### src/source/memPipePkg.sv
// ###############################################
// Shared widths, op kinds and address map for the
// two-stage memory pipeline. Every block refers to
// these by scoped name.
// ###############################################

package memPipePkg;

    // Datapath widths
    localparam int dataWidth = 32;
    localparam int addrWidth = 16;

    // Low address bits that index the data RAM
    localparam int ramIndexWidth = 8;

    // Low address bits that select an IO register
    localparam int ioIndexWidth = 2;

    // Set in the word address means the IO region
    localparam int ioRegionBit = 15;

    // Destination register tag
    localparam int dstWidth = 5;

    // Circular active-list pointer
    localparam int ptrWidth = 4;

    // Memory micro-op kinds
    typedef enum logic [1:0] {
        opLoad  = 2'd0,
        opStore = 2'd1,
        opCsr   = 2'd2,
        opAddr  = 2'd3
    } opKind;

    // True when ptr lies in [head, tail) on the circular active list.
    // An equal head and tail means nothing is flushed
    function automatic logic inFlushRange(
        input logic                flushValid,
        input logic [ptrWidth-1:0] head,
        input logic [ptrWidth-1:0] tail,
        input logic [ptrWidth-1:0] ptr
    );
        logic inRange;
        if (head < tail) begin
            inRange = (ptr >= head) && (ptr < tail);
        end
        else if (head > tail) begin
            // Range wraps past the top pointer value
            inRange = (ptr >= head) || (ptr < tail);
        end
        else begin
            inRange = 1'b0;
        end
        return flushValid && inRange;
    endfunction

endpackage

### src/source/memoryAccessStage.sv
// ###############################################
// Memory-access stage. Picks the op's result from
// load data, IO data, the carried CSR value or the
// address, drives the bypass and hands the result
// to write-back under valid/ready back-pressure.
// ###############################################

module memoryAccessStage (
    input  logic                                  clk,
    input  logic                                  rst,
    input  logic                                  clear,
    input  logic                                  flushValid,
    input  logic [memPipePkg::ptrWidth-1:0]       flushHead,
    input  logic [memPipePkg::ptrWidth-1:0]       flushTail,
    input  logic                                  s1Valid,
    input  memPipePkg::opKind                     s1Kind,
    input  logic [memPipePkg::addrWidth-1:0]      s1Addr,
    input  logic                                  s1IsIo,
    input  logic [memPipePkg::dataWidth-1:0]      s1CsrData,
    input  logic [memPipePkg::dstWidth-1:0]       s1Dst,
    input  logic [memPipePkg::ptrWidth-1:0]       s1Ptr,
    input  logic [memPipePkg::dataWidth-1:0]      ramReadData,
    input  logic [memPipePkg::dataWidth-1:0]      ioReadData,
    input  logic                                  wbReady,
    output logic                                  s2Accept,
    output logic [memPipePkg::ioIndexWidth-1:0]   ioReadIndex,
    output logic                                  wbValid,
    output logic [memPipePkg::dataWidth-1:0]      wbData,
    output logic [memPipePkg::dstWidth-1:0]       wbDst,
    output logic [memPipePkg::ptrWidth-1:0]       wbPtr,
    output logic                                  bypassValid,
    output logic [memPipePkg::dstWidth-1:0]       bypassDst,
    output logic [memPipePkg::dataWidth-1:0]      bypassData
);

    logic                             slotValid;
    memPipePkg::opKind                kind;
    logic [memPipePkg::addrWidth-1:0] addr;
    logic                             isIo;
    logic [memPipePkg::dataWidth-1:0] csrData;
    logic                             flushed;
    logic                             live;
    logic [memPipePkg::dataWidth-1:0] result;

    assign flushed = memPipePkg::inFlushRange(flushValid, flushHead, flushTail, wbPtr);

    // Op is visible only while neither flush nor clear is dropping it
    assign live = slotValid && !flushed && !clear;

    // Free when empty, when a flushed op vanishes, or when write-back takes it
    assign s2Accept = !slotValid || flushed || wbReady;

    always_ff @(posedge clk) begin
        if (rst) begin
            slotValid <= 1'b0;
        end
        else if (clear) begin
            slotValid <= 1'b0;
        end
        else if (s2Accept) begin
            slotValid <= s1Valid;
        end
    end

    always_ff @(posedge clk) begin
        if (s1Valid && s2Accept) begin
            kind    <= s1Kind;
            addr    <= s1Addr;
            isIo    <= s1IsIo;
            csrData <= s1CsrData;
            wbDst   <= s1Dst;
            wbPtr   <= s1Ptr;
        end
    end

    assign ioReadIndex = addr[memPipePkg::ioIndexWidth-1:0];

    always_comb begin
        result = '0;
        case (kind)
            memPipePkg::opLoad: begin
                result = isIo ? ioReadData : ramReadData;
            end
            memPipePkg::opCsr: begin
                result = csrData;
            end
            // Stores and address ops report the address itself
            memPipePkg::opStore, memPipePkg::opAddr: begin
                result = {{(memPipePkg::dataWidth - memPipePkg::addrWidth){1'b0}}, addr};
            end
        endcase
    end

    assign wbValid = live;
    assign wbData  = result;

    // Bypass ignores wbReady
    assign bypassValid = live;
    assign bypassDst   = wbDst;
    assign bypassData  = result;

endmodule

### config.mk
export PLATFORM = sky130hd
export DESIGN_NAME = memoryAccessStage
export DESIGN_NICKNAME = d
export VERILOG_FILES = /design/src/source/memPipePkg.sv /design/src/source/memoryAccessStage.sv
export SDC_FILE = /design/constraint.sdc
export NUM_CORES = 1
export LEC_CHECK = 0
export ABC_AREA = 1
export BUFFER_PORTS_ARGS = -buffer_cell sky130_fd_sc_hd__buf_4
export CAP_MARGIN = 20
export CELL_PAD_IN_SITES_DETAIL_PLACEMENT = 2
export CELL_PAD_IN_SITES_GLOBAL_PLACEMENT = 2
export CORE_MARGIN = 2
export CORE_UTILIZATION = 25
export CTS_CLUSTER_DIAMETER = 100
export DETAILED_ROUTE_END_ITERATION = 10
export PLACE_DENSITY_LB_ADDON = 0.25
export SYNTH_ARGS = -nofsm -noshare
export SYNTH_HDL_FRONTEND = slang
export SYNTH_SLANG_ARGS = --single-unit
### constraint.sdc
create_clock -name clk -period 8.1 [get_ports clk]
set_clock_uncertainty 0.2 [all_clocks]
set_input_delay 1.62 -clock clk [delete_from_list [all_inputs] [get_ports clk]]
set_output_delay 1.62 -clock clk [all_outputs]
set_load 0.02 [all_outputs]
==> Word-level counts from Yosys, hierarchy flattened <==
Cells that the tools add are included.
{ "word_totals": {"regBits": 61, "word_cells": 32} }
{ "classes": {"reduce_logical": 14, "magnitude_cmp": 4, "muxes": 4, "eq_ne": 3} }
{ "ops": {"columns": ["cell", "count"], "rows": [
  ["one-hot mux 32 bit (3 select lines)", 1],
  ["2-to-1 mux 32 bit", 1],
  ["less-than comparator 4 bit", 2],
  ["logical AND 1 bit", 5],
  ["equality test 2 bit, second input constant", 2],
  ["greater-or-equal comparator 4 bit", 1],
  ["> comparator 4 bit", 1],
  ["OR reduction 2 bit", 2],
  ["logical NOT 1 bit", 3],
  ["logical OR 1 bit", 3],
  ["equality test 2 x 1 -> 1 bit, second input constant", 1],
  ["logical NOT 2 bit", 1],
  ["2-to-1 mux 1 bit", 2]
]} }

==> Longest topological paths before layout <==
Gate-level depths: netlist (run 1).
{ "depth": {"word_depth": 8, "mapped_depth": 15, "mapped_depth_nobuf": 15} }

==> Worst setup path after synthesis (run 1) <==
No wires, ideal clock.
{ "synth_timing": {"path_type": "input port to output port", "startpoint": "input port flushHead[3] (netlist bit)", "endpoint": "output port wbValid", "t_required_ns": 6.280, "arrival_time_ns": 3.041, "cell_stages": 12, "setup_slack_ns": 3.239, "path_cell_list": "inv_1 > ha_1 > a21oi_2 > nand3_2 > inv_1 > nand2_1 > nand2_1 > nand2_1 > nand2_2 > nand2_1 > nor2_1 > buf_4"} }
{ "synth_via": {"elab_chain_cells": 8, "elab_cells_between_ends": 11, "classes_between": "3 x order compare; 2 x mux; 6 x reduce/logical"} }
{ "synth_rtl": {"columns": ["item", "line", "rtl"], "rows": [
  ["start, declared", "memoryAccessStage.sv:13", "input logic [memPipePkg::ptrWidth-1:0] flushHead,"],
  ["greater-or-equal comparator 4 bit", "memPipePkg.sv:46, memPipePkg.sv:50", null],
  ["logical OR 1 bit", "memPipePkg.sv:50", "inRange = (ptr >= head) || (ptr < tail);"],
  ["2-to-1 mux 1 bit", "memPipePkg.sv:48", "else if (head > tail) begin"],
  ["2-to-1 mux 1 bit *", "memPipePkg.sv:45", "if (head < tail) begin"],
  ["logical AND 1 bit *", "memPipePkg.sv:55", "return flushValid && inRange;"],
  ["logical NOT 1 bit *", "memoryAccessStage.sv:48", "assign live = slotValid && !flushed && !clear;"],
  ["logical AND 1 bit * (2 in a row)", "memoryAccessStage.sv:48", null],
  ["end, declared", "memoryAccessStage.sv:27", "output logic wbValid,"]
]} }
Mark *: on every way between the ends. The rest lies on a longest branch, timed or not.

==> Final worst setup path (run 1) <==
{ "layout_timing": {"startpoint": "input port flushTail[1] (netlist bit)", "endpoint": "output port wbValid"} }
{ "layout_via": {"elab_chain_cells": 8, "elab_cells_between_ends": 11, "classes_between": "3 x order compare; 2 x mux; 6 x reduce/logical"} }
{ "layout_rtl": {"columns": ["item", "line", "rtl"], "rows": [
  ["start, declared", "memoryAccessStage.sv:14", "input logic [memPipePkg::ptrWidth-1:0] flushTail,"],
  ["less-than comparator 4 bit", "memPipePkg.sv:46, memPipePkg.sv:50", null],
  ["logical OR 1 bit", "memPipePkg.sv:50", null],
  ["2-to-1 mux 1 bit", "memPipePkg.sv:48", null],
  ["2-to-1 mux 1 bit *", "memPipePkg.sv:45", null],
  ["logical AND 1 bit *", "memPipePkg.sv:55", null],
  ["logical NOT 1 bit *", "memoryAccessStage.sv:48", null],
  ["logical AND 1 bit * (2 in a row)", "memoryAccessStage.sv:48", null]
]} }
Marks and branches as above.

==> metrics.txt, run 1 <==
CTS Buffer Depth=2; worst r2r src=wbPtr[3]$_DFFE_PP_; post-CTS setup buffer count=0; Hold Crit Start=slotValid$_SDFFE_PP0P_; mux share of post-synthesis cell area=0%; initial antenna violation count=0; syn nets=478; Die H=119 um; cts hold-fix bufs=0; ranking of synthesized cells by area=edfxtp_1, buf_4, nand3_1; flop2flop setup slack=approximately 5.0 ns; #FFs+latches synth=61; CP Depth=11; Final Hold Viols=0; H-tree levels=3; Mapped Area=between 0.003 and 0.004 sq mm; Worst Setup End Kind=output port; placed cell area=0.00483 sq mm; Synth area leader=edfxtp_1; final-layout fill cell count=1,423; leakage=2.31 nW; I/O pin total=221; Num Clock Sinks=61; initial core utilization=25.3%; maximum fanout along the worst path=2; YS warnings=0; placed insts=671; final setup fails=0; Reg-to-Reg End=addr[0]$_DFFE_PP_; worst path bufs/invs=3; Setup crit start=flushTail[1]; first-pass GRT wire length=a little under 20 mm; Hold Slack=around 0.31 ns; Simple-Gate Fraction of Synth Area=14.7%; Register-to-Register Path Depth=12; CP max stage delay=0.24 ns; vias in the first global route=3,618; pwr dens=184 mW/mm^2; drc violations=0; crit path time final=4.83 ns; WL per Instance=17.5 um; Worst VDD drop=0.0723 mV; max_cap viols=0; synth unique cells=24; total gr overflow=0; Most common cell on crit path=nor2_1; gr usage total=between 10% and 20%; Worst Tran Pin Value=0.804 ns; worst path cell trace=buf_4 -> inv_1 -> ha_1 -> a21oi_1 -> nor2_1 -> nor2_1 -> a21oi_2 -> nand2_2 -> nand2_1 -> nor2_1 -> buf_4; CTS tree=done; CTS resizes=0; top cell type's share of synthesized area=54.4%; initial drt markers=89; synthesized area per cell=10.1 sq um; Final Cycle Share=59.6%; WS Path Type=in -> out; worst rel slew slack=46.4%; Critical Path Sink=wbValid; total power=between 0.9 and 1 mW; RSZ-0062 raised after global routing=no; vias after detailed routing=3,133; Core Region=about 0.013 sq mm; Seq/Total Area, Yosys=55.0%; clock-pin transition on the worst setup and hold timing paths=0.05 ns; status=finished, final reports clean; post-detail-place hpwl=9.11 mm; worst path arrival time=3.01 ns; final estimated routing congestion in global placement=0.789; Startpoint Class=primary input; total die area=roughly 0.014 sq mm; Worst-Skew Late Latency=0.32 ns; max frequency=~210 MHz; clock root buffer=clkbuf_16; Via density=4.55; Post-Syn Instances=329; Final TNS setup=0 ns; main combinational cell family by area after synthesis=simple AND/OR/NAND/NOR gates; Area Growth Syn to Fin=54.7%; Diodes inserted=0; post-route cell area=about 0.0051 sq mm; drt first pass iters=4; CTS buffer count=9; CP required=6.28 ns; final net count=656; Die Wd=119 um; pins over their slew limit=0; delay-heaviest family, CP=simple AND/OR/NAND/NOR gates; Crit-path slowest cell=ha_1; # rows=42; xor/xnor cell area share of the yosys netlist=0%; Final Non-Filler Cells=688; largest net degree at the start of global routing=36; post-route ant nets=0; PortBufs=220; synthesized-area fraction occupied by adder cells=4.16%; Synth Area in Compound Gates=12.2%; layout cell share with drive strength beyond 1=between 40% and 50%; final wirelength=12.0 mm; min-delay worst type=reg -> reg
-- registers in the layout (all words and copies together), names as in the netlist --
signal,count
addr,16
bypassDst,5
csrData,32
isIo,1
kind,2
slotValid,1
wbPtr,4
-- metal layers --
layer	part of all wire, %	vias to the layer above	routed length, um	GRT usage, %
met5	0	-	0	0
met4	1.8	0	221	6.47
met3	7.7	14	931	4.74
met2	50	140	6070	30.9
met1	40	1512	4800	20.5
li1	-	1467	-	-
-- cells in the mapped netlist, drive strengths merged --
library cell,n
edfxtp,60
buf,49
o21ai,48
nor2,36
nand3,35
nand2,33
inv,22
o211ai,16
ha,11
clkbuf,9
a21oi,5
nand4,2
a21o,1
dfxtp,1
or2,1
-- cell type report --
type                    count  area, sq um  share of cell area [%]
clock buffers              10          229                    4.47
clock inverters             6         30.0                   0.587
inverters                  22         82.6                    1.61
multi-input cells         188         1030                    20.1
flip-flops and latches     61         1820                    35.6
well taps                 176          220                    4.30
repair buffers            225         1710                    33.4
-- placed cells by master, fill, tap and decap left out, types with 9 or more instances in the layout --
cell,count
o21ai_1,16
o211ai_1,16
buf_4,224
nand3_1,33
nor2_1,35
ha_1,11
clkbuf_16,9
o21ai_0,32
edfxtp_1,60
inv_1,20
nand2_1,30
-- metrics by stage --
stage                     util, %  setup WS, ns
after CTS                    38.9          3.24
after global routing         39.1          3.11
after detailed placement     36.9          3.24
after global placement       36.9          3.33
final                        39.1          3.27
after floorplan                 -          3.24
-- worst min-delay path, delay by kind of cell, from the launching register on --
kind            cells  cell delay [ns]
compound gates      1             0.05
flops               1             0.33
simple gates        1             0.10
-- how the worst min path moves through the flow --
| stage | endpoint | cells past startpoint |
|---|---|---|
| 3_3_place_gp | slotValid$_SDFFE_PP0P_ | 2 |
| 3_5_place_dp | slotValid$_SDFFE_PP0P_ | 2 |
| 2_1_floorplan | slotValid$_SDFFE_PP0P_ | 2 |
| 4_1_cts | slotValid$_SDFFE_PP0P_ | 2 |
| 5_1_grt | slotValid$_SDFFE_PP0P_ | 2 |
| 6_report | slotValid$_SDFFE_PP0P_ | 2 |
-- cells by family after synthesis --
group / Yosys count
AND/OR/NAND/NOR: 107
AO/OA/AOI/OAI: 70
flip-flops: 61
adder cells (fa/ha/maj): 11
buffers and inverters: 80
-- power breakdown --
group	internal [mW]	total, mW	switching, mW
registers	0.370	0.378	0.00860
clock network	0.203	0.338	0.135
logic	0.106	0.227	0.121
total	0.679	0.943	0.265
(Power assumes the default switching activity.)
==> run 2: changes to the inputs <==
CORE_UTILIZATION = 23   (was 25)
clock period = 4.45 ns   (was 8.1 ns; I/O delays follow)
==> metrics.txt, run 2 (synthesized netlist as in run 1, its figures left out) <==
status=finished, final reports clean; initial antenna violation count=0; first-pass GRT wire length=17.7 mm; Num Clock Sinks=between 60 and 70; CTS Buffer Depth=2; Worst Setup End Kind=output port; Worst Setup Slack, final=0.880 ns; clock root buffer=clkbuf_16; max_cap viols=0; post-detail-place hpwl=9.22 mm; Final TNS setup=0 ns; flop2flop setup slack=1.62 ns; max FFs per register=32; vias in the first global route=~3,400; Area Growth Syn to Fin=56.4%; post-CTS setup buffer count=0; PortBufs=220; CP required=3.36 ns; most frequent cells in the layout=buf_4, edfxtp_1, nor2_1; initial drt markers=73; total die area=about 0.015 sq mm; Die H=124 um; Register-to-Register Path Depth=12; CTS tree=done; worst path arrival time=2.48 ns; Via density=~4.5; vias after detailed routing=just over 3,000; Setup crit start=kind[0]$_DFFE_PP_; Die Wd=around 120 um; cts hold-fix bufs=0; I/O pin total=roughly 220; gr usage total=15.6%; Startpoint Class=flop; initial core utilization=a little under a quarter; Core Region=0.0140 sq mm; layout cell share with drive strength beyond 1=49.2%; crit path time final=between 3 and 4 ns; Reg-to-Reg End=csrData[0]$_DFFE_PP_; # rows=43; worst path cell trace=nor2_4 -> o21ai_0 -> o211ai_1 -> buf_4; largest net degree at the start of global routing=35; min-delay worst type=reg -> reg; WS Path Type=reg -> out; post-place setup slack=0.998 ns; leakage=2.33 nW; Diodes inserted=0; Worst VDD drop=0.178 mV; Critical Path Sink=bypassData[14]; most common cell after layout, fill and taps aside=buf_4; max frequency=280 MHz; H-tree levels=3; WL per Instance=17.5 um; final wirelength=12.1 mm; Final Hold Viols=0; final net count=between 600 and 700; pins over their slew limit=0; Most flops, register=csrData; pwr dens=356 mW/mm^2; final estimated routing congestion in global placement=around 0.79; clock-pin transition on the worst setup and hold timing paths=0.05 ns; maximum fanout along the worst path=32; CTS buffer count=9; Worst Tran Pin Value=0.971 ns; drt first pass iters=4; drc violations=0; final setup fails=0; CTS resizes=0; Final Cycle Share=80.2%; Crit-path slowest cell=nor2_4; RSZ-0062 raised after global routing=no; CP max stage delay=0.71 ns; worst rel slew slack=35.2%; total gr overflow=0; worst r2r src=wbPtr[3]$_DFFE_PP_; post-route ant nets=0; Worst-Skew Late Latency=between 0.3 and 0.4 ns
==> run 2: final cells by class <==
class                           count  area [sq um]
Fill cell                        1544          8810
Inverter                           22          82.6
Multi-Input combinational cell    188          1030
Sequential cell                    61          1820
Clock inverter                      6          87.6
Timing Repair Buffer              225          1700
Tap cell                          180           225
Clock buffer                       10           229
==> run 2: per-stage QoR <==
stage | area (sq um) | power [mW] | hold WS (ns) | instances | util (%)
floorplan | 3310 | 0.926 | 0.334 | 329 | -
global placement | 4860 | 1.11 | 0.295 | 676 | 34.7
detailed placement | 4860 | 1.12 | 0.312 | 676 | 34.7
CTS | 5170 | 1.87 | 0.320 | 692 | 37.0
global route | 5170 | 1.93 | 0.345 | 692 | 37.0
finish | 5170 | 1.84 | 0.310 | 692 | 37.0
==> run 2: routing by layer <==
layer | wire length, um | share of wire (%) | vias up | GRT usage (%)
li1 | - | - | 1466 | -
met1 | 4630 | 38 | 1494 | 18.0
met2 | 6450 | 53 | 116 | 28.1
met3 | 910 | 7.5 | 8 | 3.94
met4 | 142 | 1.2 | 0 | 4.85
met5 | 0 | 0 | - | 0
==> run 2: power breakdown <==
group | internal [mW] | leakage [nW] | switching [mW]
combinational | 0.193 | 1.59 | 0.220
sequential | 0.672 | 0.593 | 0.0151
clock | 0.489 | 0.145 | 0.255
total | 1.35 | 2.33 | 0.490
==> run 2: worst min-delay path by stage <==
stage                     cells after the start                endpoint  slack, ns                   start
after floorplan                               2  slotValid$_SDFFE_PP0P_       0.33  slotValid$_SDFFE_PP0P_
after global placement                        2  slotValid$_SDFFE_PP0P_       0.29  slotValid$_SDFFE_PP0P_
after CTS                                     2  slotValid$_SDFFE_PP0P_       0.32  slotValid$_SDFFE_PP0P_
after global routing                          2  slotValid$_SDFFE_PP0P_       0.35  slotValid$_SDFFE_PP0P_
after detailed placement                      2  slotValid$_SDFFE_PP0P_       0.31  slotValid$_SDFFE_PP0P_
final                                         2  slotValid$_SDFFE_PP0P_       0.31  slotValid$_SDFFE_PP0P_
==> run 2: worst max-delay path, delay by kind of cell, from the launching register on <==
kind | cells | cell delay (ns)
flops | 1 | 0.68
simple gates | 1 | 0.71
buf+inv | 1 | 0.21
compound gates | 2 | 0.55
==> run 3: changes to the inputs <==
CORE_UTILIZATION = 21   (was 23)
clock period = 2.95 ns   (was 4.45 ns; I/O delays follow)
==> metrics.txt, run 3 (synthesized netlist as in run 1, its figures left out) <==
Worst Setup End Kind=output port; placed insts=713; Final TNS setup=0 ns; layout cell share with drive strength beyond 1=49.5%; most frequent cells in the layout=buf_4, edfxtp_1, nor2_1; gr usage total=14.4%; post-place setup slack=0.170 ns; Worst-Skew Late Latency=0.33 ns; PortBufs=220; flop2flop setup slack=0.61 ns; maximum fanout along the worst path=3; pwr dens=541 mW/mm^2; most common cell after layout, fill and taps aside=buf_4; vias after detailed routing=3,112; drc violations=0; final estimated routing congestion in global placement=0.748; total die area=0.0168 sq mm; CTS Buffer Depth=2; min-delay worst type=in -> reg; clock-pin transition on the worst setup and hold timing paths=~0.050 ns; final wirelength=12.2 mm; worst path arrival time=roughly 2.0 ns; worst rel slew slack=between 70% and 80%; Critical Path Sink=wbValid; Final Cycle Share=94.6%; post-route ant nets=0; Reg-to-Reg End=csrData[17]$_DFFE_PP_; first-pass GRT wire length=18.2 mm; max_cap viols=0; # rows=45; final setup fails=0; initial antenna violation count=0; Core Region=0.0153 sq mm; CP required=between 2 and 2.5 ns; Setup crit start=wbPtr[3]$_DFFE_PP_; Worst VDD drop=around 0.28 mV; max FFs per register=32; final net count=about 660; Worst Setup Slack, final=0.159 ns; Most flops, register=csrData; vias in the first global route=3,409; leakage=2.38 nW; Startpoint Class=flop; clock root buffer=clkbuf_16; Num Clock Sinks=just over 60; Area Growth Syn to Fin=59.6%; I/O pin total=221; Final Hold Viols=0; initial core utilization=a little over a fifth; Die Wd=~130 um; largest net degree at the start of global routing=44; CTS buffer count=9; RSZ-0062 raised after global routing=no; WL per Instance=16.8 um; total gr overflow=0; crit path time final=2.79 ns; initial drt markers=56; pins over their slew limit=0; Worst Tran Pin Value=approximately 0.4 ns; CTS tree=done; cts hold-fix bufs=0; Diodes inserted=0; Register-to-Register Path Depth=12; H-tree levels=3; Via density=around 4.3; drt first pass iters=4; Die H=between 100 and 150 um; WS Path Type=reg -> out; worst r2r src=wbPtr[3]$_DFFE_PP_; max frequency=358 MHz; post-detail-place hpwl=9.57 mm; status=finished, final reports clean; Final Non-Filler Cells=730
## run 3: repair_timing
action,in CTS,in global routing
setup buffers,0,1
endpoints found under the hold margin,0,0
gates resized for setup,0,0
endpoints found under the setup margin,0,2
## run 3: report_power, final
group	internal, mW	switching (mW)	total (mW)	leakage [nW]
clock network	0.821	0.370	1.19	0.161
logic	0.297	0.338	0.635	1.62
registers	1.01	0.0199	1.03	0.593
total	2.13	0.727	2.86	2.38
## run 3: stage by stage
| stage | power (mW) | area [sq um] | utilization (%) | hold slack, ns |
|---|---|---|---|---|
| final | 2.86 | 5280 | 34.5 | 0.234 |
| after global routing | 2.99 | 5280 | 34.5 | 0.216 |
| after floorplan | 1.40 | 3310 | - | 0.334 |
| after detailed placement | 1.70 | 4940 | 32.3 | 0.311 |
| after global placement | 1.68 | 4940 | 32.3 | 0.303 |
| after CTS | 2.91 | 5270 | 34.4 | 0.218 |
## run 3: how the worst min path moves through the flow
| stage | from | end | cells after the start |
|---|---|---|---|
| floorplan | slotValid$_SDFFE_PP0P_ | slotValid$_SDFFE_PP0P_ | 2 |
| global placement | slotValid$_SDFFE_PP0P_ | slotValid$_SDFFE_PP0P_ | 2 |
| detailed placement | slotValid$_SDFFE_PP0P_ | slotValid$_SDFFE_PP0P_ | 2 |
| CTS | s1CsrData[1] | csrData[1]$_DFFE_PP_ | 1 |
| global route | s1CsrData[3] | csrData[3]$_DFFE_PP_ | 1 |
| finish | s1Addr[7] | addr[7]$_DFFE_PP_ | 1 |
## run 3: final cells by class
type                            instances  area, sq um
Clock inverter                          5         98.8
Timing Repair Buffer                  232         1750
Multi-Input combinational cell        188         1030
Inverter                               22         82.6
Fill cell                            1745        10000
Sequential cell                        61         1820
Clock buffer                           11          233
Tap cell                              211          264
## run 3: worst max-delay path, stage by stage (launching register included)
cell      delay (ns)
edfxtp_1        0.42
ha_1            0.34
nand2_1         0.08
inv_1           0.04
nand2_1         0.07
nand3_2         0.08
inv_1           0.06
nand2_1         0.04
nand2_1         0.05
nand2_1         0.06
nand2_2         0.09
nand2_1         0.05
nor2_1          0.12
buf_4           0.16
## run 3: layer usage
| metal | up-vias | global-route usage (%) | part of all wire [%] |
|---|---|---|---|
| met5 | - | 0 | 0 |
| met1 | 1491 | 15.8 | 38 |
| met3 | 12 | 3.84 | 7.6 |
| met4 | 0 | 5.06 | 1.6 |
| met2 | 128 | 26.8 | 53 |
| li1 | 1481 | - | - |
