[config.mk]
export PLATFORM = sky130hd
export DESIGN_NAME = memTagAccessStage
export DESIGN_NICKNAME = d
export VERILOG_FILES = /design/src/source/memPipePkg.sv /design/src/source/memTagAccessStage.sv
export SDC_FILE = /design/constraint.sdc
export NUM_CORES = 1
export LEC_CHECK = 0
export ABC_AREA = 1
export ABC_CLOCK_PERIOD_IN_PS = 4200
export BUFFER_PORTS_ARGS = -buffer_cell sky130_fd_sc_hd__buf_2
export CAP_MARGIN = 40
export CORE_MARGIN = 3
export CORE_UTILIZATION = 41
export DETAILED_ROUTE_END_ITERATION = 12
export HOLD_SLACK_MARGIN = 0.1
export PLACE_DENSITY = 0.89
export SETUP_SLACK_MARGIN = 0.1
export SYNTH_ARGS = -nofsm -noshare
export SYNTH_HDL_FRONTEND = slang
export SYNTH_SLANG_ARGS = --single-unit
export TNS_END_PERCENT = 100
[constraint.sdc]
create_clock -name clk -period 4.2 [get_ports clk]
set_input_delay 0.63 -clock clk [delete_from_list [all_inputs] [get_ports clk]]
set_output_delay 0.63 -clock clk [all_outputs]
set_load 0.005 [all_outputs]
[src/source/memPipePkg.sv]
// ###############################################
// Shared widths, op kinds and address map for the
// two-stage memory pipeline. Every block refers to
// these by scoped name.
// ###############################################

package memPipePkg;

    // Datapath widths
    localparam int dataWidth = 32;
    localparam int addrWidth = 16;

    // Low address bits that index the data RAM
    localparam int ramIndexWidth = 8;

    // Low address bits that select an IO register
    localparam int ioIndexWidth = 2;

    // Set in the word address means the IO region
    localparam int ioRegionBit = 15;

    // Destination register tag
    localparam int dstWidth = 5;

    // Circular active-list pointer
    localparam int ptrWidth = 4;

    // Memory micro-op kinds
    typedef enum logic [1:0] {
        opLoad  = 2'd0,
        opStore = 2'd1,
        opCsr   = 2'd2,
        opAddr  = 2'd3
    } opKind;

    // True when ptr lies in [head, tail) on the circular active list.
    // An equal head and tail means nothing is flushed
    function automatic logic inFlushRange(
        input logic                flushValid,
        input logic [ptrWidth-1:0] head,
        input logic [ptrWidth-1:0] tail,
        input logic [ptrWidth-1:0] ptr
    );
        logic inRange;
        if (head < tail) begin
            inRange = (ptr >= head) && (ptr < tail);
        end
        else if (head > tail) begin
            // Range wraps past the top pointer value
            inRange = (ptr >= head) || (ptr < tail);
        end
        else begin
            inRange = 1'b0;
        end
        return flushValid && inRange;
    endfunction

endpackage

[src/source/memTagAccessStage.sv]
// ###############################################
// Tag-access stage. Takes one op per cycle on a
// valid/ready input, tags IO addresses, performs
// stores and starts the RAM read as the op moves on.
// ###############################################

module memTagAccessStage (
    input  logic                                   clk,
    input  logic                                   rst,
    input  logic                                   clear,
    input  logic                                   flushValid,
    input  logic [memPipePkg::ptrWidth-1:0]        flushHead,
    input  logic [memPipePkg::ptrWidth-1:0]        flushTail,
    input  logic                                   inValid,
    input  memPipePkg::opKind                      inKind,
    input  logic [memPipePkg::addrWidth-1:0]       inAddr,
    input  logic [memPipePkg::dataWidth-1:0]       inStoreData,
    input  logic [memPipePkg::dataWidth-1:0]       inCsrData,
    input  logic [memPipePkg::dstWidth-1:0]        inDst,
    input  logic [memPipePkg::ptrWidth-1:0]        inPtr,
    input  logic                                   s2Accept,
    output logic                                   inReady,
    output logic                                   s1Valid,
    output memPipePkg::opKind                      s1Kind,
    output logic [memPipePkg::addrWidth-1:0]       s1Addr,
    output logic                                   s1IsIo,
    output logic [memPipePkg::dataWidth-1:0]       s1CsrData,
    output logic [memPipePkg::dstWidth-1:0]        s1Dst,
    output logic [memPipePkg::ptrWidth-1:0]        s1Ptr,
    output logic                                   ramWrite,
    output logic                                   ramRead,
    output logic [memPipePkg::ramIndexWidth-1:0]   ramIndex,
    output logic [memPipePkg::dataWidth-1:0]       ramWriteData,
    output logic                                   ioWrite,
    output logic [memPipePkg::ioIndexWidth-1:0]    ioIndex,
    output logic [memPipePkg::dataWidth-1:0]       ioWriteData
);

    logic                             slotValid;
    logic [memPipePkg::dataWidth-1:0] storeData;
    logic                             flushed;
    logic                             advance;
    logic                             storeLeaving;

    assign flushed = memPipePkg::inFlushRange(flushValid, flushHead, flushTail, s1Ptr);

    // A flushed op is hidden from stage 2 and simply dropped here
    assign s1Valid = slotValid && !flushed;
    assign advance = s1Valid && s2Accept;

    // Slot frees when empty, flushed or moving on; hold off new ops during clear
    assign inReady = !clear && (!slotValid || flushed || s2Accept);

    always_ff @(posedge clk) begin
        if (rst) begin
            slotValid <= 1'b0;
        end
        else if (clear) begin
            slotValid <= 1'b0;
        end
        else if (inReady) begin
            slotValid <= inValid;
        end
    end

    always_ff @(posedge clk) begin
        if (inValid && inReady) begin
            s1Kind    <= inKind;
            s1Addr    <= inAddr;
            s1IsIo    <= inAddr[memPipePkg::ioRegionBit];
            storeData <= inStoreData;
            s1CsrData <= inCsrData;
            s1Dst     <= inDst;
            s1Ptr     <= inPtr;
        end
    end

    // Memory side effects happen on the edge the op leaves
    assign storeLeaving = advance && !clear && (s1Kind == memPipePkg::opStore);

    assign ramRead      = advance;
    assign ramWrite     = storeLeaving && !s1IsIo;
    assign ramIndex     = s1Addr[memPipePkg::ramIndexWidth-1:0];
    assign ramWriteData = storeData;

    assign ioWrite     = storeLeaving && s1IsIo;
    assign ioIndex     = s1Addr[memPipePkg::ioIndexWidth-1:0];
    assign ioWriteData = storeData;

endmodule

* After elaboration in Yosys (flattened, before gate mapping)
Cells that the tools add are included.
** Word-level totals
- Output and inout port bits :: 139
- Word-level logic and storage cells :: 33
- Bits in registers :: 93
- Input port bits :: 105
** Operators by class
- Equal/unequal tests :: 1
- Magnitude comparators :: 4
- Muxes and demuxes :: 2
- Reductions and logical operators :: 18
** Operators by type and width (count)
- $logic_and A1 B1 Y1 :: 10
- $lt A4 B4 Y1 :: 2
- $ge A4 B4 Y1 :: 1
- $gt A4 B4 Y1 :: 1
- $logic_not A1 Y1 :: 4
- $logic_or A1 B1 Y1 :: 3
- $eq A2 B1 Y1 const B :: 1
- $mux W1 :: 2
- $reduce_or A2 Y1 :: 1

* Logic depth before layout (Yosys ltp)
Gate-level depths: netlist of run 1.
- Depth in word-level cells :: 11
- Depth in mapped cells :: 16
- Gate-level depth less buffers :: 16

* Worst setup path before layout of run 1
No wires, ideal clock.
- Kind :: input to register
- Start :: input flushTail[3] in the netlist's numbering
- End :: register storeData (netlist bit ioWriteData[0]) (enable)
- Stages :: 10
- Path slack :: 353 ps
- Data arrival time :: 3402 ps
- Required time :: 3755 ps
- Buffers on the path :: 0
- Cell sequence :: inv_1 -> ha_1 -> a21o_1 -> a21oi_1 -> inv_1 -> nand2_1 -> nand2_2 -> nand3_2 -> nand3_2 -> inv_1
** On the way
- Longest elaborated chain between the ends :: 9
- Elaborated cells between the ends (all ways) :: 12
- Classes of those cells :: 3 x order compare; 2 x mux; 7 x reduce/logical
** Ends and longest elaborated chain
- start: declaration :: line memTagAccessStage.sv:13 : input logic [memPipePkg::ptrWidth-1:0] flushTail,
- $lt A4 B4 Y1 :: line memPipePkg.sv:46, memPipePkg.sv:50
- $logic_or A1 B1 Y1 :: line memPipePkg.sv:50 : inRange = (ptr >= head) || (ptr < tail);
- $mux W1 :: line memPipePkg.sv:48 : else if (head > tail) begin
- $mux W1 * :: line memPipePkg.sv:45 : if (head < tail) begin
- $logic_and A1 B1 Y1 * :: line memPipePkg.sv:55 : return flushValid && inRange;
- $logic_or A1 B1 Y1 * (2 in a row) :: line memTagAccessStage.sv:52 : assign inReady = !clear && (!slotValid || flushed || s2Accept);
- $logic_and A1 B1 Y1 * :: line memTagAccessStage.sv:52
- $logic_and A1 B1 Y1 * :: line memTagAccessStage.sv:67 : if (inValid && inReady) begin
- end signal: assignment :: line memTagAccessStage.sv:71 : storeData <= inStoreData;
- end: declaration :: line memTagAccessStage.sv:40 : logic [memPipePkg::dataWidth-1:0] storeData;
Mark *: on every way between the ends. The rest lies on a longest branch, timed or not.
A chain may end at the register's enable or synchronous reset.

* Final worst setup path of run 1
- Start :: register s1Ptr[3] in the netlist's numbering
- End :: output ioWrite
** On the way
- Longest elaborated chain between the ends :: 11
- Elaborated cells between the ends (all ways) :: 13
- Classes of those cells :: 2 x order compare; 2 x mux; 9 x reduce/logical
** Ends and longest elaborated chain
- start: declaration :: line memTagAccessStage.sv:29 : output logic [memPipePkg::ptrWidth-1:0] s1Ptr,
- start signal: assignment :: line memTagAccessStage.sv:74 : s1Ptr <= inPtr;
- $ge A4 B4 Y1 / $lt A4 B4 Y1 (equally long branches) :: line memPipePkg.sv:46, memPipePkg.sv:50
- $logic_or A1 B1 Y1 :: line memPipePkg.sv:50
- $mux W1 :: line memPipePkg.sv:48
- $mux W1 * :: line memPipePkg.sv:45
- $logic_and A1 B1 Y1 * :: line memPipePkg.sv:55
- $logic_not A1 Y1 * :: line memTagAccessStage.sv:48 : assign s1Valid = slotValid && !flushed;
- $logic_and A1 B1 Y1 * :: line memTagAccessStage.sv:48
- $logic_and A1 B1 Y1 * :: line memTagAccessStage.sv:49 : assign advance = s1Valid && s2Accept;
- $logic_and A1 B1 Y1 * (2 in a row) :: line memTagAccessStage.sv:79 : assign storeLeaving = advance && !clear && (s1Kind == memPipePkg::opStore);
- $logic_and A1 B1 Y1 * :: line memTagAccessStage.sv:86 : assign ioWrite = storeLeaving && s1IsIo;
- end: declaration :: line memTagAccessStage.sv:34 : output logic ioWrite,
Marks and branches as above.

==> flow_summary.yaml, run 1 <==
place:
  pre_cts_slack_ps: 1370
  io_buffer_count: 243
  gp_congestion: 0.819
  hpwl_um: 6500
cells_and_area:
  insertedDiodeCount: 0
  layout.nets: 536
  layout_commonest_cell: "buf_2"
  most-common-layout-cells: "buf_2 (243), edfxtp_1 (91), inv_1 (19)"
  multiInputGateArea_sq_um: 357
  nFillCells: 701
  register_area_sq_um: 2750
  area_delta_synth_final_pct: 35.4
  drive_gt1_share_pct: 65.6
hold_path:
  worstHoldPathType: "primary input to flip-flop"
global_route:
  grtUsageTotal_pct: 16.3
  grt_pass1_vias: 2394
  grt_max_degree: 55
  grt_pass1_wl_um: 12000
  antenna_found_initial: 0
  gr-total-overflow: 0
route:
  dr.pass1.iters: 4
  via_count: 2325
  routed_wl_um: 8050
  post_drt_wl_per_cell_um: 15.2
  drtIter0Drc: 76
  route.detailed.drc: 0
  postRouteAntennaNets: 0
  viasPerCell: 4.39
floorplanning:
  io-pin-count: 244
  dieArea_sq_um: 9740
  rows: 33
  design.core.area_sq_um: 8300
  initial_utilization_pct: 42.4
  fp.dieW_um: 98.7
  dieHeight_um: 98.7
setup_path:
  cp.arrival_ps: 2090
  worstPathRequired_ps: 3570
  endpoint: "ioWrite"
  startpoint_type: "flip-flop"
  crit_start: "s1Ptr[3]"
  reg2reg_slack_ps: 1670
  critPathKind: "flip-flop to primary output"
  r2r.worst_path.cells: 12
  timing.rr.start: "s1Ptr[3]"
  endpoint_kind: "primary output"
  regToRegEndpoint: "s1CsrData[24]"
  cp_max_fo: 3
yosys:
  synth_nets: 323
  yosysTopAreaCell: "edfxtp_1"
  ys_seq_area_share_pct: 78.2
  syn_area_sq_um: 3520
  synth_top_cell_area_share_pct: 77.6
  syn_inst: 207
  syn_area_per_cell_sq_um: 17.0
  synth_warnings: 0
  ys_seq_elements: 92
  synth_cell_types: 19
  netlist_top_cells_area: "edfxtp_1 (78%), buf_4 (9.2%), ha_1 (3.9%)"
timing:
  relSlewSlack_pct: 55.9
  finalSetupViolCount: 0
  finClkSkew_ps: 9.65
  finalMaxSlewViolations: 0
  worst_pin_slew_ps: 662
  fin_ws_ps: 1480
  rsz0062_at_grt: "false"
  finalCriticalPeriod_ps: 2720
  post-route-period-util_pct: 64.8
  max_freq_mhz: 367
  fin_tns_setup_ps: 0
  hold_violations: 0
run_status:
  outcome: "completed"
clock_network:
  cts_tree: "yes"
  cts_made_buffers: 9
  insertion_delay_ps: 350
  cts_htree_levels: 3
  cts_resized: 0
  clockBufferDepth: 2
  cts.sinks: 92
  cts_hold_buffers: 0
  postCtsSetupBuffers: 0
  cts.reportedPaths.clkPinSlew_ps: 100
  clockRootBuffer: "clkbuf_8"
pwr:
  power_leakage_nw: 2.24
  p_per_area_nw_per_um2: 379
  vdd_ir_drop_max_mv: 0.361
job:
  maxCapViolCount: 0
-- sequential cells by signal, indices dropped and copies added, names as in the netlist --
register / flops
s1Ptr: 4
s1Kind: 2
ioWriteData: 32
s1CsrData: 32
s1Addr: 16
slotValid: 1
s1Dst: 5
-- worst min-delay path by stage --
stage / startpoint / endpoint / slack [ps] / cells after the start
5_1_grt: inCsrData[14] / s1CsrData[14] / 410 / 1
3_3_place_gp: slotValid / slotValid / 490 / 2
6_report: inCsrData[21] / s1CsrData[21] / 450 / 1
2_1_floorplan: slotValid / slotValid / 480 / 2
3_5_place_dp: slotValid / slotValid / 520 / 2
4_1_cts: inAddr[6] / s1Addr[6] / 420 / 1
-- critical path, cell delays in order, from the launching register on --
cell and delay (ps):
edfxtp_1 450, ha_1 350, nand2_1 70, inv_1 40
nand2_1 70, nand3_2 80, inv_2 50, nand2_1 40
nand2_1 50, nand2_1 60, nand2_2 80, nand2_2 70
nor2_4 90, nand3_2 70, nor2_1 80, buf_2 110
-- routing by layer --
metal | vias to the layer above | track usage (%) | wire (um)
met5 | - | 0 | 0
met4 | 0 | 5.78 | 167
met3 | 13 | 7.08 | 869
met2 | 139 | 27.8 | 4240
met1 | 1066 | 18.3 | 2780
li1 | 1107 | - | -
-- per-stage QoR --
stage | power, mW | hold slack [ps] | utilization (%) | cell area (sq um) | cells
3_5_place_dp | 1.26 | 523 | 55.0 | 4560 | 514
2_1_floorplan | 1.17 | 480 | - | 3520 | 207
4_1_cts | 1.84 | 423 | 57.5 | 4770 | 530
5_1_grt | 1.90 | 412 | 57.5 | 4770 | 530
3_3_place_gp | 1.25 | 493 | 55.0 | 4560 | 514
6_report | 1.81 | 445 | 57.5 | 4770 | 530
-- power by group --
| group | total, mW | internal [mW] | switching [mW] |
|---|---|---|---|
| Clock | 0.571 | 0.236 | 0.335 |
| Sequential | 1.07 | 1.06 | 0.0143 |
| Combinational | 0.168 | 0.0843 | 0.0838 |
-- synth_stat cells --
cell type  count
nand2_1       12
edfxtp_1      91
inv_1         20
o21bai_1       1
or2_2          1
clkinv_1       2
a21oi_2        3
nand4_1        1
buf_4         43
a21oi_1        2
a21o_1         1
dfxtp_1        1
inv_2          2
nor2_1         3
ha_1          11
nor2_4         1
nand3_2        4
nand2_2        6
nand3_1        2
-- kinds of logic after synthesis --
group	after synthesis	share of synthesized area, %
AO/OA/AOI/OAI	7	1.46
adder cells (fa/ha/maj)	11	3.91
buffers and inverters	67	11.7
flip-flops	92	78.2
AND/OR/NAND/NOR	30	4.76
-- area by class of cell --
| class | instances | share of cell area [%] |
|---|---|---|
| Inverter | 24 | 1.92 |
| Tap cell | 105 | 2.76 |
| Clock inverter | 7 | 1.71 |
| Timing Repair Buffer | 245 | 25.8 |
| Multi-Input combinational cell | 48 | 7.48 |
| Clock buffer | 9 | 2.60 |
| Sequential cell | 92 | 57.7 |
No activity file was read; power rests on OpenSTA's default activity.
==> run 2: changes to the inputs <==
- ABC_CLOCK_PERIOD_IN_PS: 4200 -> 2200
- CORE_UTILIZATION: 41 -> 37
- PLACE_DENSITY: 0.89 -> 0.85
- clock period: 4.2 -> 2.2 ns (I/O delays scaled with it)
==> flow_summary.yaml, run 2 (synthesized netlist as in run 1, its figures left out) <==
cells_and_area:
  drive_gt1_share_pct: 67.7
  area_delta_synth_final_pct: 42.3
  layout_commonest_cell: "buf_2"
  multiInputGateArea_sq_um: 408
  fin_area_sq_um: 5010
  layout.nets: 548
  fin_util_pct: 55.8
  fin_cells: 562
  insertedDiodeCount: 0
  most-common-layout-cells: "buf_2 (243), edfxtp_1 (91), inv_1 (19)"
  register_area_sq_um: 2750
  nFillCells: 729
job:
  maxCapViolCount: 0
clock_network:
  cts_made_buffers: 9
  clockRootBuffer: "clkbuf_8"
  cts_tree: "yes"
  cts_htree_levels: 3
  cts_hold_buffers: 0
  clockBufferDepth: 2
  cts.reportedPaths.clkPinSlew_ps: 100
  cts.sinks: 92
  insertion_delay_ps: 340
timing:
  post-route-period-util_pct: 112
  relSlewSlack_pct: 86.1
  finalCriticalPeriod_ps: 2460
  rsz0062_at_grt: "true"
  hold_slack_ps: 149
  fin_tns_setup_ps: -11620
  finalSetupViolCount: 96
  max_freq_mhz: 406
  finClkSkew_ps: 11.6
  finalMaxSlewViolations: 0
  fin_ws_ps: -261
  worst_pin_slew_ps: 209
  hold_violations: 0
floorplanning:
  design.core.area_sq_um: 8980
  io-pin-count: 244
  rows: 34
  fp.dieW_um: 104
  initial_utilization_pct: 39.2
  dieArea_sq_um: 10700
  dieHeight_um: 104
run_status:
  outcome: "finished, violations left"
  violations: "negative setup slack"
place:
  placed_area_sq_um: 4640
  io_buffer_count: 243
  pre_cts_slack_ps: -25.3
  dp.cells: 536
  hpwl_um: 6610
  gp_congestion: 0.748
global_route:
  grtUsageTotal_pct: 15.7
  met3_usage_pct: 7.15
  grt_pass1_wl_um: 13000
  use_met1_pct: 16.1
  top_usage_layer: "met2"
  grt_max_degree: 26
  antenna_found_initial: 1
  grt_pass1_vias: 2575
  gr-total-overflow: 0
  grt_use_met2_pct: 29.0
pwr:
  power_leakage_nw: 2.32
  finalPower_mw: 3.43
  p_per_area_nw_per_um2: 685
  vdd_ir_drop_max_mv: 0.499
route:
  postRouteAntennaNets: 0
  post_drt_wl_per_cell_um: 15.5
  drtIter0Drc: 67
  route.detailed.drc: 0
  via_count: 2337
  dr.pass1.iters: 4
  routed_wl_um: 8720
  viasPerCell: 4.16
setup_path:
  reg2reg_slack_ps: -140
  timing.rr.start: "s1Ptr[3]"
  regToRegEndpoint: "s1Kind[1]"
  endpoint: "ioWrite"
  cp_max_fo: 3
  r2r.worst_path.cells: 15
  crit_start: "s1Ptr[3]"
  cp.arrival_ps: 2130
  startpoint_type: "flip-flop"
  worstPathRequired_ps: 1870
  critPathKind: "flip-flop to primary output"
  endpoint_kind: "primary output"
hold_path:
  worstHoldPathType: "primary input to flip-flop"
## run 2: cell types whose count changed in the layout (fill, tap and decap cells not counted), sizes merged
cell,before,now
clkinvlp,0,2
clkbuf,9,11
clkinv,8,5
buf,245,255
## run 2: how the worst min path moves through the flow
stage | start | to | slack [ps] | cells past startpoint
global route | inStoreData[8] | ioWriteData[8] | 120 | 1
CTS | inCsrData[16] | s1CsrData[16] | 120 | 1
finish | inCsrData[16] | s1CsrData[16] | 150 | 1
global placement | slotValid | slotValid | 490 | 2
detailed placement | slotValid | slotValid | 510 | 2
floorplan | inStoreData[0] | ioWriteData[0] | 430 | 0
## run 2: metal layers
layer,vias up,share of wire (%)
met1,1076,37
li1,1126,-
met3,8,9.3
met5,-,0.15
met4,2,0.85
met2,125,53
## run 2: power breakdown
group | internal, mW | total (mW) | switching, mW | leakage [nW]
Sequential | 2.01 | 2.04 | 0.0285 | 0.861
Clock | 0.418 | 1.01 | 0.590 | 0.0876
Combinational | 0.204 | 0.381 | 0.177 | 1.37
## run 2: what timing repair did
action | in CTS | in global routing
buffers inserted | 4 | 3
cloned | 2 | 2
pin swaps | 1 | 0
gates resized for setup | 4 | 4
endpoints found under the setup margin | 96 | 96
## run 2: critical path, cell delays in order, from the launching register on
cell and delay [ps]:
edfxtp_1 460, ha_1 340, nand2_1 60, clkinv_1 60
nand2_2 60, nand2_1 60, nand2_1 50, nand2_1 50
nand2_1 50, nand2_2 80, buf_6 100, nand2_4 50
nor2_4 90, nand3_2 70, nor2_1 100, buf_2 110
## run 2: layout make-up
cell class / count / share of cell area (%)
inverter: 24 / 1.87
multi-input combinational: 48 / 8.14
tap: 126 / 3.15
clock inverter: 6 / 0.999
timing repair buffer: 257 / 28.4
sequential: 92 / 54.9
clock buffer: 9 / 2.47
==> run 3: changes to the inputs <==
- ABC_CLOCK_PERIOD_IN_PS: 2200 -> 3100
- CORE_UTILIZATION: 37 -> 44
- PLACE_DENSITY: 0.85 -> 0.94
- clock period: 2.2 -> 3.1 ns (I/O delays scaled with it)
==> flow_summary.yaml, run 3 (synthesized netlist as in run 1, its figures left out) <==
setup_path:
  endpoint_kind: "primary output"
  critPathMaxStageDelay_ps: 480
  critPathKind: "flip-flop to primary output"
  cpLargestDelayFamily: "simple AND/OR/NAND/NOR gates"
  cpMostUsedCell: "nand2_1"
  startpoint_type: "flip-flop"
  crit_buf_inv: 2
  cp_max_fo: 3
  cp.arrival_ps: 2080
  cpMaxStageDelayCell: "edfxtp_1"
  worstPathRequired_ps: 2630
  cp_cell_sequence: "ha_1 -> nand2_1 -> clkinv_1 -> nand2_2 -> nand2_1 -> nand2_1 -> nand2_1 -> nand2_1 -> nand2_2 -> nand2_2 -> nor2_4 -> nand3_2 -> nor2_1 -> buf_2"
job:
  maxCapViolCount: 0
place:
  hpwl_um: 7040
  gp_congestion: 0.754
  io_buffer_count: 243
global_route:
  antenna_found_initial: 1
  grt_max_degree: 54
  grt_pass1_wl_um: 11700
  grtUsageTotal_pct: 17.8
  gr-total-overflow: 0
  grt_pass1_vias: 2325
cells_and_area:
  drive_gt1_share_pct: 68.2
  register_area_sq_um: 2750
  nFillCells: 578
  most-common-layout-cells: "buf_2 (243), edfxtp_1 (91), inv_1 (14)"
  area_delta_synth_final_pct: 37.5
  layout_commonest_cell: "buf_2"
  layout.nets: 536
  insertedDiodeCount: 0
  multiInputGateArea_sq_um: 423
clock_network:
  cts_made_buffers: 9
  cts_htree_levels: 3
  cts_hold_buffers: 0
  insertion_delay_ps: 350
  cts_tree: "yes"
  clockBufferDepth: 2
  clockRootBuffer: "clkbuf_8"
  cts.sinks: 92
  cts.reportedPaths.clkPinSlew_ps: 110
  postCtsSetupBuffers: 0
  cts_resized: 0
timing:
  post-route-period-util_pct: 82.2
  worst_pin_slew_ps: 271
  finalMaxSlewViolations: 0
  rsz0062_at_grt: "false"
  finClkSkew_ps: 21.2
  max_freq_mhz: 393
  relSlewSlack_pct: 81.9
  finalCriticalPeriod_ps: 2550
  fin_tns_setup_ps: 0
  hold_violations: 0
  finalSetupViolCount: 0
run_status:
  outcome: "completed"
pwr:
  power_leakage_nw: 2.23
  p_per_area_nw_per_um2: 506
  vdd_ir_drop_max_mv: 0.414
  finalPower_mw: 2.45
route:
  routed_wl_um: 8520
  drtIter0Drc: 68
  post_drt_wl_per_cell_um: 16.3
  viasPerCell: 4.48
  via_count: 2346
  route.detailed.drc: 0
  postRouteAntennaNets: 0
  dr.pass1.iters: 4
hold_path:
  worstHoldPathType: "primary input to flip-flop"
floorplanning:
  design.core.area_sq_um: 7520
  initial_utilization_pct: 46.8
  dieArea_sq_um: 9110
  fp.dieW_um: 95.5
  rows: 31
  io-pin-count: 244
  dieHeight_um: 95.5
## run 3: cell count changes in the layout (fill, tap and decap cells not counted), sizes merged
cell    previous run  this run
inv               23        24
clkbuf            11         9
buf              255       245
## run 3: worst paths after layout
check / from / slack, ps / depth (start not counted) / to
worst max register to register: s1Ptr[2] / 790 / 10 / s1CsrData[31]
worst max-delay path: s1Ptr[3] / 550 / 14 / ioWrite
worst min register to register: slotValid / 520 / 2 / slotValid
worst min-delay path: inCsrData[1] / 280 / 1 / s1CsrData[1]
## run 3: through the flow
step	utilization, %	instances	area [sq um]	hold slack [ps]	setup WS [ps]
2_1_floorplan	-	207	3590	480	25.6
3_3_place_gp	61.8	508	4650	493	718
3_5_place_dp	61.8	508	4650	508	653
4_1_cts	64.4	524	4840	249	512
5_1_grt	64.4	524	4840	249	350
6_report	64.4	524	4840	276	553
## run 3: layer usage
metal,vias to the layer above,share of wire (%),global-route usage (%)
met4,2,2.0,6.87
met1,1074,33,17.2
li1,1103,-,-
met2,151,55,33.1
met5,-,0.11,0
met3,16,10,7.73
## run 3: area by class of cell
| cell class | count | share of cell area [%] |
|---|---|---|
| Inverter | 24 | 1.99 |
| Clock inverter | 7 | 1.42 |
| Multi-Input combinational cell | 48 | 8.73 |
| Tap cell | 99 | 2.56 |
| Clock buffer | 9 | 2.56 |
| Timing Repair Buffer | 245 | 25.9 |
| Sequential cell | 92 | 56.8 |
## run 3: power by group
part / internal [mW] / switching (mW) / leakage [nW]
sequential: 1.43 / 0.0215 / 0.861
clock: 0.312 / 0.444 / 0.0964
combinational: 0.124 / 0.119 / 1.27
## run 3: worst reg2reg max path: cells and delay by family, from the launching register on
family                   cells  cell delay, ps
AND/OR/NAND/NOR              6             590
flip-flops                   1             490
buffers and inverters        2             450
adder cells (fa/ha/maj)      1             310
AO/OA/AOI/OAI                1             150
